==> config.mk <==
export PLATFORM = sky130hd
export DESIGN_NAME = refill_timer
export DESIGN_NICKNAME = d
export VERILOG_FILES = /design/src/verilog/refill_timer.sv
export VERILOG_INCLUDE_DIRS = /design/src /design/src/verilog
export SDC_FILE = /design/constraint.sdc
export NUM_CORES = 1
export LEC_CHECK = 0
export BUFFER_PORTS_ARGS = -buffer_cell sky130_fd_sc_hd__buf_2
export CORE_AREA = 5 5 42 44
export CTS_CLUSTER_DIAMETER = 40
export DETAILED_ROUTE_END_ITERATION = 12
export DIE_AREA = 0 0 47 49
export PLACE_DENSITY_LB_ADDON = 0.12
export SYNTH_ARGS = -nofsm -noshare
export SYNTH_HDL_FRONTEND = slang
export SYNTH_SLANG_ARGS = --single-unit
==> constraint.sdc <==
create_clock -name clk_i -period 1.3 [get_ports clk_i]
set_input_delay 0.13 -clock clk_i [delete_from_list [all_inputs] [get_ports clk_i]]
set_output_delay 0.13 -clock clk_i [all_outputs]
set_load 0.01 [all_outputs]
==> src/verilog/fetch_cfg.svh <==
// Fetch configuration
// Address widths, line geometry, predictor size and refill timeout

`ifndef FETCH_CFG_SVH
`define FETCH_CFG_SVH

// Full PC width and the significant virtual address bits (Sv39)
`define FETCH_PC_WIDTH 64
`define FETCH_VADDR_BITS 39

// 32-bit words per fetch line, 128-bit line
`define FETCH_LINE_WORDS 4

// Predictor entries, indexed by PC[5:2]
`define FETCH_BHT_ENTRIES 16

// Cycles to wait for a refill before raising an access fault
`define FETCH_REFILL_TIMEOUT 12

`endif

==> src/verilog/refill_timer.sv <==
// Refill timer
// Counts cycles spent waiting on memory and flags a timeout

`include "fetch_cfg.svh"

module refill_timer (
    input  logic clk_i,
    input  logic rstn_i,
    input  logic run_i,
    output logic timeout_o
);

    localparam int CNT_W = $clog2(`FETCH_REFILL_TIMEOUT + 1);

    logic [CNT_W-1:0] count_q;

    always_ff @(posedge clk_i, negedge rstn_i) begin
        if (!rstn_i) begin
            count_q <= '0;
        end else if (!run_i) begin
            count_q <= '0;
        end else if (!timeout_o) begin
            count_q <= count_q + CNT_W'(1);
        end
    end

    assign timeout_o = run_i && (count_q == CNT_W'(`FETCH_REFILL_TIMEOUT));

endmodule

==> run_results.csv <==
group,metric,value,unit
grt,overflow,0,
synthesis,synth_compound_area_share,13.1,%
synthesis,synth.largest_area_cell,"dfrtp_1",
floorplan,die_h,49,um
finish,area_growth,62.8,%
cts,clkTransAtPathRegs,0.03,ns
synthesis,synth_top_family_by_area,"simple AND/OR/NAND/NOR gates",
synthesis,synth_nets,28,
timing,worst_slew_pin_slew,0.161,ns
synthesis,synth_top_area_share,43.7,%
finish,top_register,"count_q",
placement,dpl_cell_area,279,sq um
timing,finalCritPeriodShare,102,%
hold_path,min_to,"count_q[3]$_DFFE_PN0P_",
worst_setup_path,path_class,"register to output pin",
grt,globalRouteTotalUtil,5.37,%
timing,relSlewSlack,88.9,%
status,violations,"setup timing",
grt,antenna_found_initial,0,
worst_setup_path,worst-r2r-setup-slack,0.06,ns
timing,rsz0062_at_grt,"yes",
grt,grt_pass1_vias,229,
worst_setup_path,cp_max_fo,2,
routing,final_antenna_net_count,0,
synthesis,synthAdderAreaFrac,10.9,%
cts,cts_tree,"built",
placement,pre_cts_ws,0.0538,ns
synthesis,synth_xor_area_share,0,%
cts,numCtsBuffers,3,
floorplan,rows,14,
power,peakVddDrop,0.435,mV
worst_setup_path,crit_arrival,1.19,ns
hold_path,worstHoldStart,"run_i",
placement,dp_hpwl,339,um
synthesis,ys_seq_area_share,43.7,%
worst_setup_path,reg2regPathDepth,6,
grt,grt_pass1_wl,814,um
timing,setup_ws,-0.0243,ns
timing,fin_setup_tns,-0.0243,ns
status,status,"finished, violations left",
synthesis,synth-seq-cells,4,
cts,cts_buffer_depth,2,
synthesis,synth_area,229,sq um
timing,hold_slack,0.189,ns
floorplan,start_util,16.3,%
synthesis,synthCells,23,
worst_setup_path,end_kind,"output pin",
hold_path,hold_path_depth,2,
worst_setup_path,timing.rr.start,"count_q[1]$_DFFE_PN0P_",
routing,wirelength,488,um
finish,drive_gt1_share,51.4,%
routing,via_count,204,
timing,hold_viol,0,
floorplan,core,0.00140,sq mm
finish,n_antenna_cell,0,
finish,reg_top3,"count_q: 4 flops",
worst_setup_path,required,1.17,ns
grt,grt_max_degree,8,
timing,min_period,1.32,ns
routing,via_per_inst,3.85,
timing,drv_slew,0,
finish,fill_cells,162,
floorplan,die_w,47,um
synthesis,synth.distinct_cells,12,
routing,drc,0,
finish,largest_reg_flops,4,
worst_setup_path,startpoint_type,"register",
flow_run,maxCapViolCount,0,
synthesis,muxShareOfSynthArea,8.74,%
finish,fin_area,373,sq um
routing,drt_iter0_drc,0,
cts,cts.sinks,4,
floorplan,ioPinCount,4,
synthesis,yosys_warnings,0,
timing,skew,0.000363,ns
timing,setup_viol,1,
cts,htreeDepth,1,
power,powerDensity,948,mW/mm^2
floorplan,die_area,0.00230,sq mm
timing,timing.fmax,755,MHz
worst_setup_path,r2r_end,"count_q[1]$_DFFE_PN0P_",
power,leakagePower,0.171,nW
synthesis,syn_avg_cell_area,9.96,sq um
routing,wl_per_cell,9.21,um
cts,root_buffer,"clkbuf_4",
routing,dr.pass1.iters,1,
cts,clk_latency,0.23,ns
placement,gp_congestion,0.659,
synthesis,synth-simple-area-share,20.2,%
finish,fin_nets,44,
hold_path,hp-class,"input pin to register",
synthesis,yosys-top-cells-area,"dfrtp_1 (44%), ha_1 (11%), mux2i_1 (8.7%)",
placement,placement.io_buffers,3,
==> synth_stat cells, drive strengths merged <==
library cell / number
a31o: 1
a31oi: 1
and2: 1
and3: 1
dfrtp: 4
ha: 2
inv: 2
mux2i: 2
nand2: 5
nand2b: 2
o21ai: 1
o311a: 1
==> worst max path at each step <==
stage	slack, ns	from	endpoint	depth (start not counted)
after global placement	0.06	count_q[1]$_DFFE_PN0P_	timeout_o	5
after floorplan	0.13	count_q[0]$_DFFE_PN0P_	timeout_o	4
after global routing	-0.07	count_q[1]$_DFFE_PN0P_	timeout_o	5
final	-0.02	count_q[1]$_DFFE_PN0P_	timeout_o	5
after CTS	-0.05	count_q[1]$_DFFE_PN0P_	timeout_o	5
after detailed placement	0.05	count_q[1]$_DFFE_PN0P_	timeout_o	5
==> area by class of cell <==
| type | count | area, sq um | share of cell area, % |
|---|---|---|---|
| well taps | 16 | 20.0 | 5.37 |
| multi-input cells | 17 | 139 | 37.2 |
| inverters | 2 | 7.51 | 2.01 |
| repair buffers | 11 | 83.8 | 22.5 |
| clock buffers | 3 | 22.5 | 6.04 |
| flip-flops and latches | 4 | 100 | 26.8 |
==> critical path, stage by stage (launching register included) <==
cell and delay, ns:
dfrtp_1 0.38, inv_2 0.08, ha_4 0.12, and3_4 0.16, and2_4 0.13, buf_6 0.09
==> layout by cell type (no fill, tap or decap) <==
master and n:
a31o_2 1, a31oi_1 1, and2_4 1, and3_4 1, buf_2 2, buf_4 7
buf_6 1, clkbuf_4 3, dfrtp_1 4, dlygate4sd3_1 1, ha_1 1, ha_4 1
inv_2 2, mux2i_1 2, nand2_1 5, nand2b_1 2, o21ai_0 1, o311a_1 1
==> cells by family (layout without fill, tap and decap cells) <==
group / after synthesis / after routing
AOI/OAI and AO/OA: 4 / 4
adders and majority gates: 2 / 2
and+or+nand+nor: 9 / 9
buffers and inverters: 2 / 16
muxes: 2 / 2
DFF: 4 / 4
==> power by group <==
| group | switching [mW] | leakage, nW | internal, mW |
|---|---|---|---|
| sequential | 0.00581 | 0.0533 | 0.133 |
| combinational | 0.0305 | 0.104 | 0.0390 |
| clock | 0.0426 | 0.0138 | 0.103 |
==> per-layer routing <==
| layer | vias up | share of wire (%) | global-route usage, % |
|---|---|---|---|
| met2 | 2 | 52 | 7.24 |
| met5 | - | 0 | 0 |
| met4 | 0 | 0 | 6.91 |
| met1 | 95 | 44 | 5.78 |
| li1 | 107 | - | - |
| met3 | 0 | 2.9 | 1.11 |
==> timing repair <==
action                                 in CTS  in global routing
resized for setup                           6                  1
setup endpoints to repair                   1                  1
buffers inserted                            3                  2
pin swaps                                   1                  1
cloned                                      0                  0
hold buffers                                1                  0
endpoints found under the hold margin       4                  0
==> metrics by stage <==
stage                     total power, mW  util (%)  std cells
after CTS                           0.358      25.5         51
final                               0.353      26.6         53
after global routing                0.375      26.6         53
after global placement              0.183      19.9         44
after detailed placement            0.183      19.9         44
after floorplan                     0.160         -         23
(Power assumes the default switching activity.)
