===== src/verilog/fetch_cfg.svh =====
// Fetch configuration
// Address widths, line geometry, predictor size and refill timeout

`ifndef FETCH_CFG_SVH
`define FETCH_CFG_SVH

// Full PC width and the significant virtual address bits (Sv39)
`define FETCH_PC_WIDTH 64
`define FETCH_VADDR_BITS 39

// 32-bit words per fetch line, 128-bit line
`define FETCH_LINE_WORDS 4

// Predictor entries, indexed by PC[5:2]
`define FETCH_BHT_ENTRIES 16

// Cycles to wait for a refill before raising an access fault
`define FETCH_REFILL_TIMEOUT 12

`endif


===== src/verilog/fetch_pkg.sv =====
// Fetch pipeline control types
// Next-PC select, fetch FSM states and prediction decision

package fetch_pkg;

    // Next PC source, driven by the control unit
    typedef enum logic [1:0] {
        NEXT_PC_SEL_KEEP_PC    = 2'd0,
        NEXT_PC_SEL_BP_OR_PC_4 = 2'd1,
        NEXT_PC_SEL_JUMP       = 2'd2
    } next_pc_sel_t;

    typedef enum logic [1:0] {
        ST_FETCH     = 2'd0,
        ST_MISS_WAIT = 2'd1,
        ST_DRAIN     = 2'd2
    } fetch_state_t;

    typedef enum logic {
        PRED_NOT_TAKEN = 1'b0,
        PRED_TAKEN     = 1'b1
    } pred_decision_t;

endpackage


===== src/verilog/fetch_ctrl.sv =====
// Fetch control FSM
// Sequences line refills, drains refills made stale by a jump, gates fetch output

`include "fetch_cfg.svh"

module fetch_ctrl import fetch_pkg::*; (
    input  logic clk_i,
    input  logic rstn_i,
    input  logic stall_i,
    input  logic jump_i,
    input  logic has_ex_i,
    input  logic hit_i,
    input  logic mem_valid_i,
    input  logic timeout_i,
    output logic fetch_valid_o,
    output logic advance_o,
    output logic mem_req_o,
    output logic line_wr_o,
    output logic timer_run_o,
    output logic timeout_fault_o
);

    fetch_state_t state_q;
    fetch_state_t state_d;
    logic         started_q;
    logic         fault_q;
    logic         can_fetch;

    // Idle for the first cycle after reset
    assign can_fetch = started_q && (state_q == ST_FETCH) && !stall_i;

    assign fetch_valid_o   = can_fetch && (has_ex_i || hit_i || fault_q);
    assign advance_o       = fetch_valid_o;
    // A jump this cycle makes the miss stale, so skip the request
    assign mem_req_o       = can_fetch && !has_ex_i && !hit_i && !fault_q && !jump_i;
    assign line_wr_o       = (state_q == ST_MISS_WAIT) && mem_valid_i;
    assign timer_run_o     = (state_q != ST_FETCH);
    assign timeout_fault_o = fault_q;

    always_comb begin
        state_d = state_q;
        case (state_q)
            ST_FETCH: begin
                if (mem_req_o) begin
                    state_d = ST_MISS_WAIT;
                end
            end
            ST_MISS_WAIT: begin
                // A response in the jump cycle still belongs to the current PC
                if (mem_valid_i || timeout_i) begin
                    state_d = ST_FETCH;
                end else if (jump_i) begin
                    state_d = ST_DRAIN;
                end
            end
            ST_DRAIN: begin
                if (mem_valid_i || timeout_i) begin
                    state_d = ST_FETCH;
                end
            end
            default: state_d = ST_FETCH;
        endcase
    end

    always_ff @(posedge clk_i, negedge rstn_i) begin
        if (!rstn_i) begin
            state_q   <= ST_FETCH;
            started_q <= 1'b0;
            fault_q   <= 1'b0;
        end else begin
            state_q   <= state_d;
            started_q <= 1'b1;
            if (state_q == ST_MISS_WAIT && timeout_i && !mem_valid_i && !jump_i) begin
                fault_q <= 1'b1;
            end else if (fetch_valid_o || jump_i) begin
                fault_q <= 1'b0;
            end
        end
    end

endmodule


===== config.mk =====
export PLATFORM = sky130hd
export DESIGN_NAME = fetch_ctrl
export DESIGN_NICKNAME = d
export VERILOG_FILES = /design/src/verilog/fetch_pkg.sv /design/src/verilog/fetch_ctrl.sv
export VERILOG_INCLUDE_DIRS = /design/src /design/src/verilog
export SDC_FILE = /design/constraint.sdc
export NUM_CORES = 1
export LEC_CHECK = 0
export BUFFER_PORTS_ARGS = -buffer_cell sky130_fd_sc_hd__buf_4
export CAP_MARGIN = 20
export CORE_AREA = 8 8 45 47
export DETAILED_ROUTE_END_ITERATION = 12
export DIE_AREA = 0 0 53 55
export PLACE_DENSITY_LB_ADDON = 0.15
export SLEW_MARGIN = 10
export SYNTH_ARGS = -nofsm -noshare
export SYNTH_HDL_FRONTEND = slang
export SYNTH_SLANG_ARGS = --single-unit

===== constraint.sdc =====
create_clock -name clk_i -period 1.5 [get_ports clk_i]
set_input_delay 0.075 -clock clk_i [delete_from_list [all_inputs] [get_ports clk_i]]
set_output_delay 0.075 -clock clk_i [all_outputs]
set_load 0.005 [all_outputs]

==> qor.yml <==
status: "finished with violations"
violations: "negative setup slack"
crit_end: "mem_req_o"
fmax_mhz: 660
worstPathMaxFanout: 3
gr-total-overflow: 0
design_area_sq_um: 403
synth-async-reset-ratio_pct: 100
dr.pass1.iters: 1
rsz0062_at_grt: "yes"
routabilityCongestion: 0.702
finalWorstSetupSlack_ps: -14.3
wl_per_cell_um: 12.2
r2r_slack_ps: 180
end_kind: "output port"
worstPathRequired_ps: 1420
p_leak_nw: 0.189
period_share_pct: 101
seq_area_frac_synth_pct: 42.6
met1_length_um: 238
drv_cap: 0
cts_tree: "yes"
synth_cells: 21
diodes: 0
rows: 14
slew_violations: 0
path_buf_inv: 1
reg2reg_from: "state_q[1]"
num_io_pins: 14
crit_slowest_cell: "or4b_4"
critPathMaxStageDelay_ps: 540
start_kind: "flop"
syn2layout_area_growth_pct: 71.3
finalPower_mw: 0.286
grt_usage_pct: 5.26
drive_gt1_share_pct: 60.0
synth_top_flop_cell: "dfrtp_1"
fp.coreArea_sq_mm: 0.00138
hold_path.class: "input pin to flop"
netlist.top_cell.by_area: "dfrtp_1"
fin_nets: 50
worstRegToRegCells: 3
die_h_um: 55
vias: 226
io_buffer_count: 13
dieArea_sq_mm: 0.00292
clk_pin_slew_ps: 40
synthTopCellsByArea: "dfrtp_1 (43%), or4b_4 (5.9%), nor3b_2 (5.3%)"
antenna_found_initial: 0
dp_slack_ps: 134
setup_viol: 1
synth_warnings: 0
wl_um: 682
ant_nets: 0
synthDistinctLibCells: 18
tns_ps: -14.3
grt_first_pass_wirelength_um: 993
cts_max_path_buffers: 2
highest_layer: "met4"
yosysTopAreaCellShare_pct: 42.6
power_density_mw_per_mm2: 711
first_iter_violations: 0
drc: 0
hold_violations: 0
placed_cell_area_sq_um: 353
viasPerCell: 4.04
synth_fp_nets: 29
ys_ff_latch: 4
clk_latency_ps: 230
crit_cells: 3
fin_crit_ps: 1510
grt_max_degree: 7
synth.most_common_cell: "dfrtp_1"
crit_chain: "or4b_4 -> nor3b_2 -> buf_4"
htree_levels: 1
clkSinkCount: 4
cts-buffers-inserted: 3
clock_skew_ps: 2.38
wl_met3_um: 43
crit_start: "state_q[0]"
num-fill-cells: 156
dr_wl_met2_um: 394
start_util_pct: 17.0
cp_top_family: "simple AND/OR/NAND/NOR gates"
cts-root-buf: "clkbuf_4"
arrival_ps: 1440
die_w_um: 53
synth_area_sq_um: 235
worst_r2r_endpoint: "state_q[0]"
grt_pass1_vias: 242
ir_worst_vdd_mv: 0.351
synth_edf_count: 0
avgSynthCellArea_sq_um: 11.2
critPathKind: "flop to output port"
-- cell type report --
class                   instances  area [sq um]  area share (%)
clock buffers                   3          22.5            5.59
multi-input cells              16           130            32.3
flip-flops and latches          4           100            24.8
well taps                      16          20.0            4.97
repair buffers                 17           130            32.3
-- power breakdown --
group	internal (mW)	switching, mW	leakage, nW
clock network	0.0892	0.0404	0.0138
logic	0.0281	0.0170	0.122
registers	0.111	0.000767	0.0534
-- placed cells by master, fill, tap and decap left out --
cell type      Yosys  final
o2bb2ai_1          1      1
or2b_1             1      1
nor3_1             1      1
or4_1              1      1
and3b_2            1      1
a211oi_1           1      1
conb_1             1      1
nor2b_1            1      1
clkbuf_4           0      3
buf_4              1     16
nor2_2             0      1
or2_2              1      1
o22ai_1            1      1
or4b_4             1      1
dfrtp_1            4      4
nand4bb_1          1      1
nor3b_2            1      1
dlygate4sd3_1      0      1
or4b_1             1      1
nand3b_1           1      1
-- per-stage QoR --
stage	util [%]	instances	hold WS, ps
detailed placement	25.5	50	-127
CTS	28.9	56	11.9
floorplan	-	21	-221
global placement	25.5	50	-129
finish	29.1	56	19.5
global route	29.1	56	7.56
-- cells by family after synthesis --
group | after synthesis | share of synthesized area [%]
DFF | 4 | 42.6
other | 1 | 1.59
AOI/OAI and AO/OA | 3 | 9.58
buffers and inverters | 1 | 3.19
and+or+nand+nor | 12 | 43.1
-- sequential cells by signal (all words and copies together) (netlist names) --
register and count:
state_q 2, timeout_fault_o 1, started_q 1
-- worst min path at each step --
| stage | start | end | slack [ps] | depth (start not counted) |
|---|---|---|---|---|
| after floorplan | rstn_i | started_q | -220 | 0 |
| after global placement | rstn_i | state_q[1] | -130 | 1 |
| after detailed placement | rstn_i | state_q[1] | -130 | 1 |
| after CTS | timeout_i | state_q[1] | 10 | 2 |
| after global routing | timeout_i | state_q[1] | 8 | 2 |
| final | mem_valid_i | state_q[1] | 20 | 2 |
-- metal layers --
metal  vias up  global-route usage, %
met1       102                   4.43
met4         0                   6.47
met3         2                   2.94
met5         -                      0
li1        116                      -
met2         6                   8.01
-- what timing repair did --
| item | in CTS | in global routing |
|---|---|---|
| hold buffers | 1 | 0 |
| endpoints found under the setup margin | 3 | 3 |
| pin swaps | 2 | 0 |
| resized for setup | 0 | 1 |
| setup buffers | 2 | 0 |
| endpoints found under the hold margin | 4 | 0 |
Note: power is estimated with default switching activity, not from simulation.
