`config.mk`:
```
export PLATFORM = sky130hd
export DESIGN_NAME = line_buffer
export DESIGN_NICKNAME = d
export VERILOG_FILES = /design/src/verilog/riscv_pkg.sv /design/src/verilog/line_buffer.sv
export VERILOG_INCLUDE_DIRS = /design/src /design/src/verilog
export SDC_FILE = /design/constraint.sdc
export NUM_CORES = 1
export LEC_CHECK = 0
export BUFFER_PORTS_ARGS = -buffer_cell sky130_fd_sc_hd__buf_2
export CELL_PAD_IN_SITES_DETAIL_PLACEMENT = 1
export CELL_PAD_IN_SITES_GLOBAL_PLACEMENT = 1
export CORE_MARGIN = 2
export CORE_UTILIZATION = 40
export DETAILED_ROUTE_END_ITERATION = 6
export GPL_ROUTABILITY_DRIVEN = 1
export PLACE_DENSITY_LB_ADDON = 0.15
export SKIP_LAST_GASP = 1
export SYNTH_ARGS = -nofsm -noshare
export SYNTH_HDL_FRONTEND = slang
export SYNTH_SLANG_ARGS = --single-unit
```
`constraint.sdc`:
```
create_clock -name clk_i -period 2.1 [get_ports clk_i]
set_clock_uncertainty 0.15 [all_clocks]
set_input_delay 0.42 -clock clk_i [delete_from_list [all_inputs] [get_ports clk_i]]
set_output_delay 0.42 -clock clk_i [all_outputs]
set_load 0.005 [all_outputs]
```
`src/verilog/fetch_cfg.svh`:
```
// Fetch configuration
// Address widths, line geometry, predictor size and refill timeout

`ifndef FETCH_CFG_SVH
`define FETCH_CFG_SVH

// Full PC width and the significant virtual address bits (Sv39)
`define FETCH_PC_WIDTH 64
`define FETCH_VADDR_BITS 39

// 32-bit words per fetch line, 128-bit line
`define FETCH_LINE_WORDS 4

// Predictor entries, indexed by PC[5:2]
`define FETCH_BHT_ENTRIES 16

// Cycles to wait for a refill before raising an access fault
`define FETCH_REFILL_TIMEOUT 12

`endif

```
`src/verilog/riscv_pkg.sv`:
```
// RISC-V ISA types
// Exception causes seen by fetch and the instruction word

package riscv_pkg;

    // Fetch exception causes, encoded as in mcause
    typedef enum logic [3:0] {
        INSTR_ADDR_MISALIGNED = 4'd0,
        INSTR_ACCESS_FAULT    = 4'd1
    } exc_cause_t;

    // Raw 32-bit instruction
    typedef logic [31:0] inst_t;

endpackage

```
`src/verilog/line_buffer.sv`:
```
// Fetch line buffer
// Holds one instruction line with its tag and valid bit, selects the word for the PC

`include "fetch_cfg.svh"

module line_buffer import riscv_pkg::*; (
    input  logic                              clk_i,
    input  logic                              rstn_i,
    input  logic [`FETCH_PC_WIDTH-1:0]        pc_i,
    input  logic                              wr_i,
    input  logic [`FETCH_LINE_WORDS*32-1:0]   wr_line_i,
    input  logic                              invalidate_i,
    output logic                              hit_o,
    output inst_t                             inst_o
);

    localparam int OFF_W = $clog2(`FETCH_LINE_WORDS * 4);
    localparam int TAG_W = `FETCH_PC_WIDTH - OFF_W;
    localparam int SEL_W = $clog2(`FETCH_LINE_WORDS);

    inst_t            line_q [`FETCH_LINE_WORDS];
    logic [TAG_W-1:0] tag_q;
    logic             valid_q;

    // Refill wins over invalidate in the same cycle
    always_ff @(posedge clk_i, negedge rstn_i) begin
        if (!rstn_i) begin
            valid_q <= 1'b0;
        end else if (wr_i) begin
            valid_q <= 1'b1;
        end else if (invalidate_i) begin
            valid_q <= 1'b0;
        end
    end

    always_ff @(posedge clk_i) begin
        if (wr_i) begin
            tag_q <= pc_i[`FETCH_PC_WIDTH-1:OFF_W];
            for (int w = 0; w < `FETCH_LINE_WORDS; w++) begin
                line_q[w] <= wr_line_i[w*32 +: 32];
            end
        end
    end

    assign hit_o  = valid_q && (tag_q == pc_i[`FETCH_PC_WIDTH-1:OFF_W]);
    assign inst_o = line_q[pc_i[SEL_W+1:2]];

endmodule

```
==> run summary <==
net switching power = 1780 uW
Seq/Total Area, Yosys = 79.6%
Cell Area, Synth = 7130 um2
crit-path max FO = 1
met2 WL = 8820 um
root buf cell = clkbuf_16
die area = 18,900 um2
critical path's largest stage delay = 0.40 ns
hpwl dp = 11,700 um
Clk network pwr share = 36.4%
Reg clk slew, reported paths = 0.07 ns
compound-cell area share of the yosys netlist = 0.895%
I/O pin count = 229
DRT antenna net count = 0
Num CTS Buffers = 17
final worst path period need = 2.61 ns
CP arrival = 2.04 ns
Synth Warn # = 0
final setup fails = 1
residual DRC count = 0
Setup CP Type = reg -> out
required time of the critical path = 1.53 ns
Synth area leader = edfxtp_1
max frequency = 383 MHz
pre-CTS WS = -0.333 ns
HP Class = in -> reg
uppermost routed layer = met5
failing checks = negative setup slack
clock tree sinks = 189
Initial Utilization = 41.1%
RSZ-0062 raised after global routing = true
Comb power frac = 9.5%
critical path endpoint category = output pin
CP max-delay cell = edfxtp_1
first-pass GRT wire length = 24,500 um
gr usage total = 17.8%
Die Width = 137 um
Slew Viols, Final = 0
H-tree levels = 4
xor/xnor share of the synthesized area = 6.51%
met3 WL post-DR = 1350 um
period utilization = 124%
adder-cell share of the synthesized area = 0%
Area Growth Syn to Fin = 36.3%
share of layout cells above drive strength 1 = 47.8%
status = complete, but fails checks
Worst-Skew Late Latency = 0.42 ns
initial antenna violation count = 4
startpoint types = flip-flop
CP cell instances = xnor2_1 -> nand4_1 -> nor4_2 -> buf_4 -> nand4_1 -> nor4_2 -> buf_2
vias in the first global route = 4,520
Post-CTS Setup Inserts = 0
Synth Area in Simple Gates = 1.95%
Worst Path Buf+Inv = 2
internal power = 6670 uW
drt total wl = 16,800 um
CTS max path bufs = 2
share of the synthesized area in the top cell type = 79.2%
multiplexer share of the synthesized area = 10.1%
Max VDD drop = 0.535 mV
Syn Inst Count = 317
height of the die = 137 um
IO buf count = 226
# Max-Cap Violations = 0
Area contributors post-synth = edfxtp_1, mux4_2, xor2_1, xnor2_1, nand4_1
Top delay family on crit path = simple AND/OR/NAND/NOR gates
Met1 Wirelength = 6370 um
switching part of the total power = 21.1%
Final GP Congestion = 0.740
slew margin rel. = 78.4%
Static Leak = 0.00375 uW
Hold Violations, Final = 0
final setup margin = -0.509 ns
vias after detailed routing = 4,138
core area = 17,400 um2
DRT Pass-1 Iters = 4
Post-Syn Area per Cell = 22.5 um2
grt total ovfl = 0
cell row count = 48
vias per inst = 4.85
largest net degree at the start of global routing = 51
First DRT Iteration DRCs = 126
Power Dens Cells = 871 nW/um2
post-synthesis cell type count = 20
worst slew pin tran = 0.321 ns
CTS tree = yes
Routed wire per std cell = 19.7 um
Syn Nets = 513
Yosys reg bits = 189
Nets = 810
setup_tns = -0.509 ns
Reg power frac = 54.2%
largest family of logic cells by synthesized area = multiplexers
-- Yosys cell counts, drive strengths merged --
library cell,count
edfxtp,188
mux4,32
xor2,31
xnor2,22
nor4,10
inv,8
nand4,8
buf,7
a221oi,2
o22ai,2
a21o,1
a21oi,1
a22oi,1
dfrtp,1
nand3b,1
o21ai,1
o221ai,1
-- layout make-up --
cell class	count	area (um2)
Fill cell	1671	7650
Sequential cell	189	5670
Timing Repair Buffer	285	1780
Multi-Input combinational cell	113	1390
Clock buffer	17	425
Tap cell	225	282
Clock inverter	12	121
Inverter	8	30.0
Antenna cell	4	10.0
-- what timing repair did --
action,in CTS,in global routing
endpoints found under the hold margin,18,31
endpoints found under the setup margin,1,1
hold buffers,18,31
gates resized for setup,1,0
-- routing by layer --
metal,GRT usage [%],up-vias
met3,6.66,16
met5,0,-
li1,-,1894
met1,20.7,2077
met4,6.19,2
met2,30.4,149
-- path summary, 6_finish.rpt --
check                                              end  slack [ns]                 from  cells after the start
worst max-delay path                             hit_o       -0.51   tag_q[2]$_DFFE_PP_                      7
worst min-delay path            line_q[1][4]$_DFFE_PP_        0.02        wr_line_i[36]                      1
worst max register to register     valid_q$_DFFE_PN0P_        1.29  valid_q$_DFFE_PN0P_                      1
worst min register to register     valid_q$_DFFE_PN0P_        0.35  valid_q$_DFFE_PN0P_                      1
max in group asynchronous          valid_q$_DFFE_PN0P_        1.57               rstn_i                      2
min in group asynchronous          valid_q$_DFFE_PN0P_        0.15               rstn_i                      2
-- per-stage QoR --
step / cell area [um2] / instances / utilization (%) / power (uW) / hold WS [ns]
6_report: 9710 / 853 / 55.9 / 8460 / 0.0199
5_1_grt: 9710 / 852 / 55.9 / 8780 / -0.00181
4_1_cts: 9390 / 818 / 54.1 / 8520 / 0.000111
3_5_place_dp: 8660 / 771 / 49.9 / 5390 / 0.0479
3_3_place_gp: 8660 / 771 / 49.9 / 5330 / 0.0449
2_1_floorplan: 7130 / 317 / - / 4920 / -0.0256
-- cells by family (layout without fill, tap and decap cells) --
logic type / Yosys count / in the layout
flip-flops: 189 / 189
XOR/XNOR: 53 / 53
multiplexers: 32 / 32
AND/OR/NAND/NOR: 19 / 19
buffers and inverters: 15 / 322
AO/OA/AOI/OAI: 9 / 9
other: 0 / 4
-- power groups by stage --
stage | registers [uW] | logic (uW) | clock network [uW]
CTS | 4580 | 769 | 3170
finish | 4580 | 801 | 3070
detailed placement | 4660 | 731 | 0
global placement | 4630 | 701 | 0
floorplan | 4620 | 297 | 0
global route | 4610 | 880 | 3290
-- state kept, by name (all words and copies together) (netlist names) --
signal,count
valid_q,1
tag_q,60
line_q,128
-- cells in the final DEF, fill, tap and decap left out, types with 3 or more instances in the layout --
master | netlist | routed
nor4_1 | 7 | 6
xnor2_1 | 22 | 22
edfxtp_1 | 188 | 188
inv_1 | 8 | 8
inv_6 | 0 | 4
diode_2 | 0 | 4
buf_4 | 3 | 4
buf_2 | 1 | 225
mux4_2 | 32 | 32
clkbuf_16 | 0 | 17
clkinv_2 | 0 | 3
dlygate4sd3_1 | 0 | 49
xor2_1 | 31 | 31
nor4_2 | 3 | 4
clkinv_1 | 0 | 3
nand4_1 | 8 | 8
buf_12 | 0 | 6
Note: power is estimated with default switching activity, not from simulation.
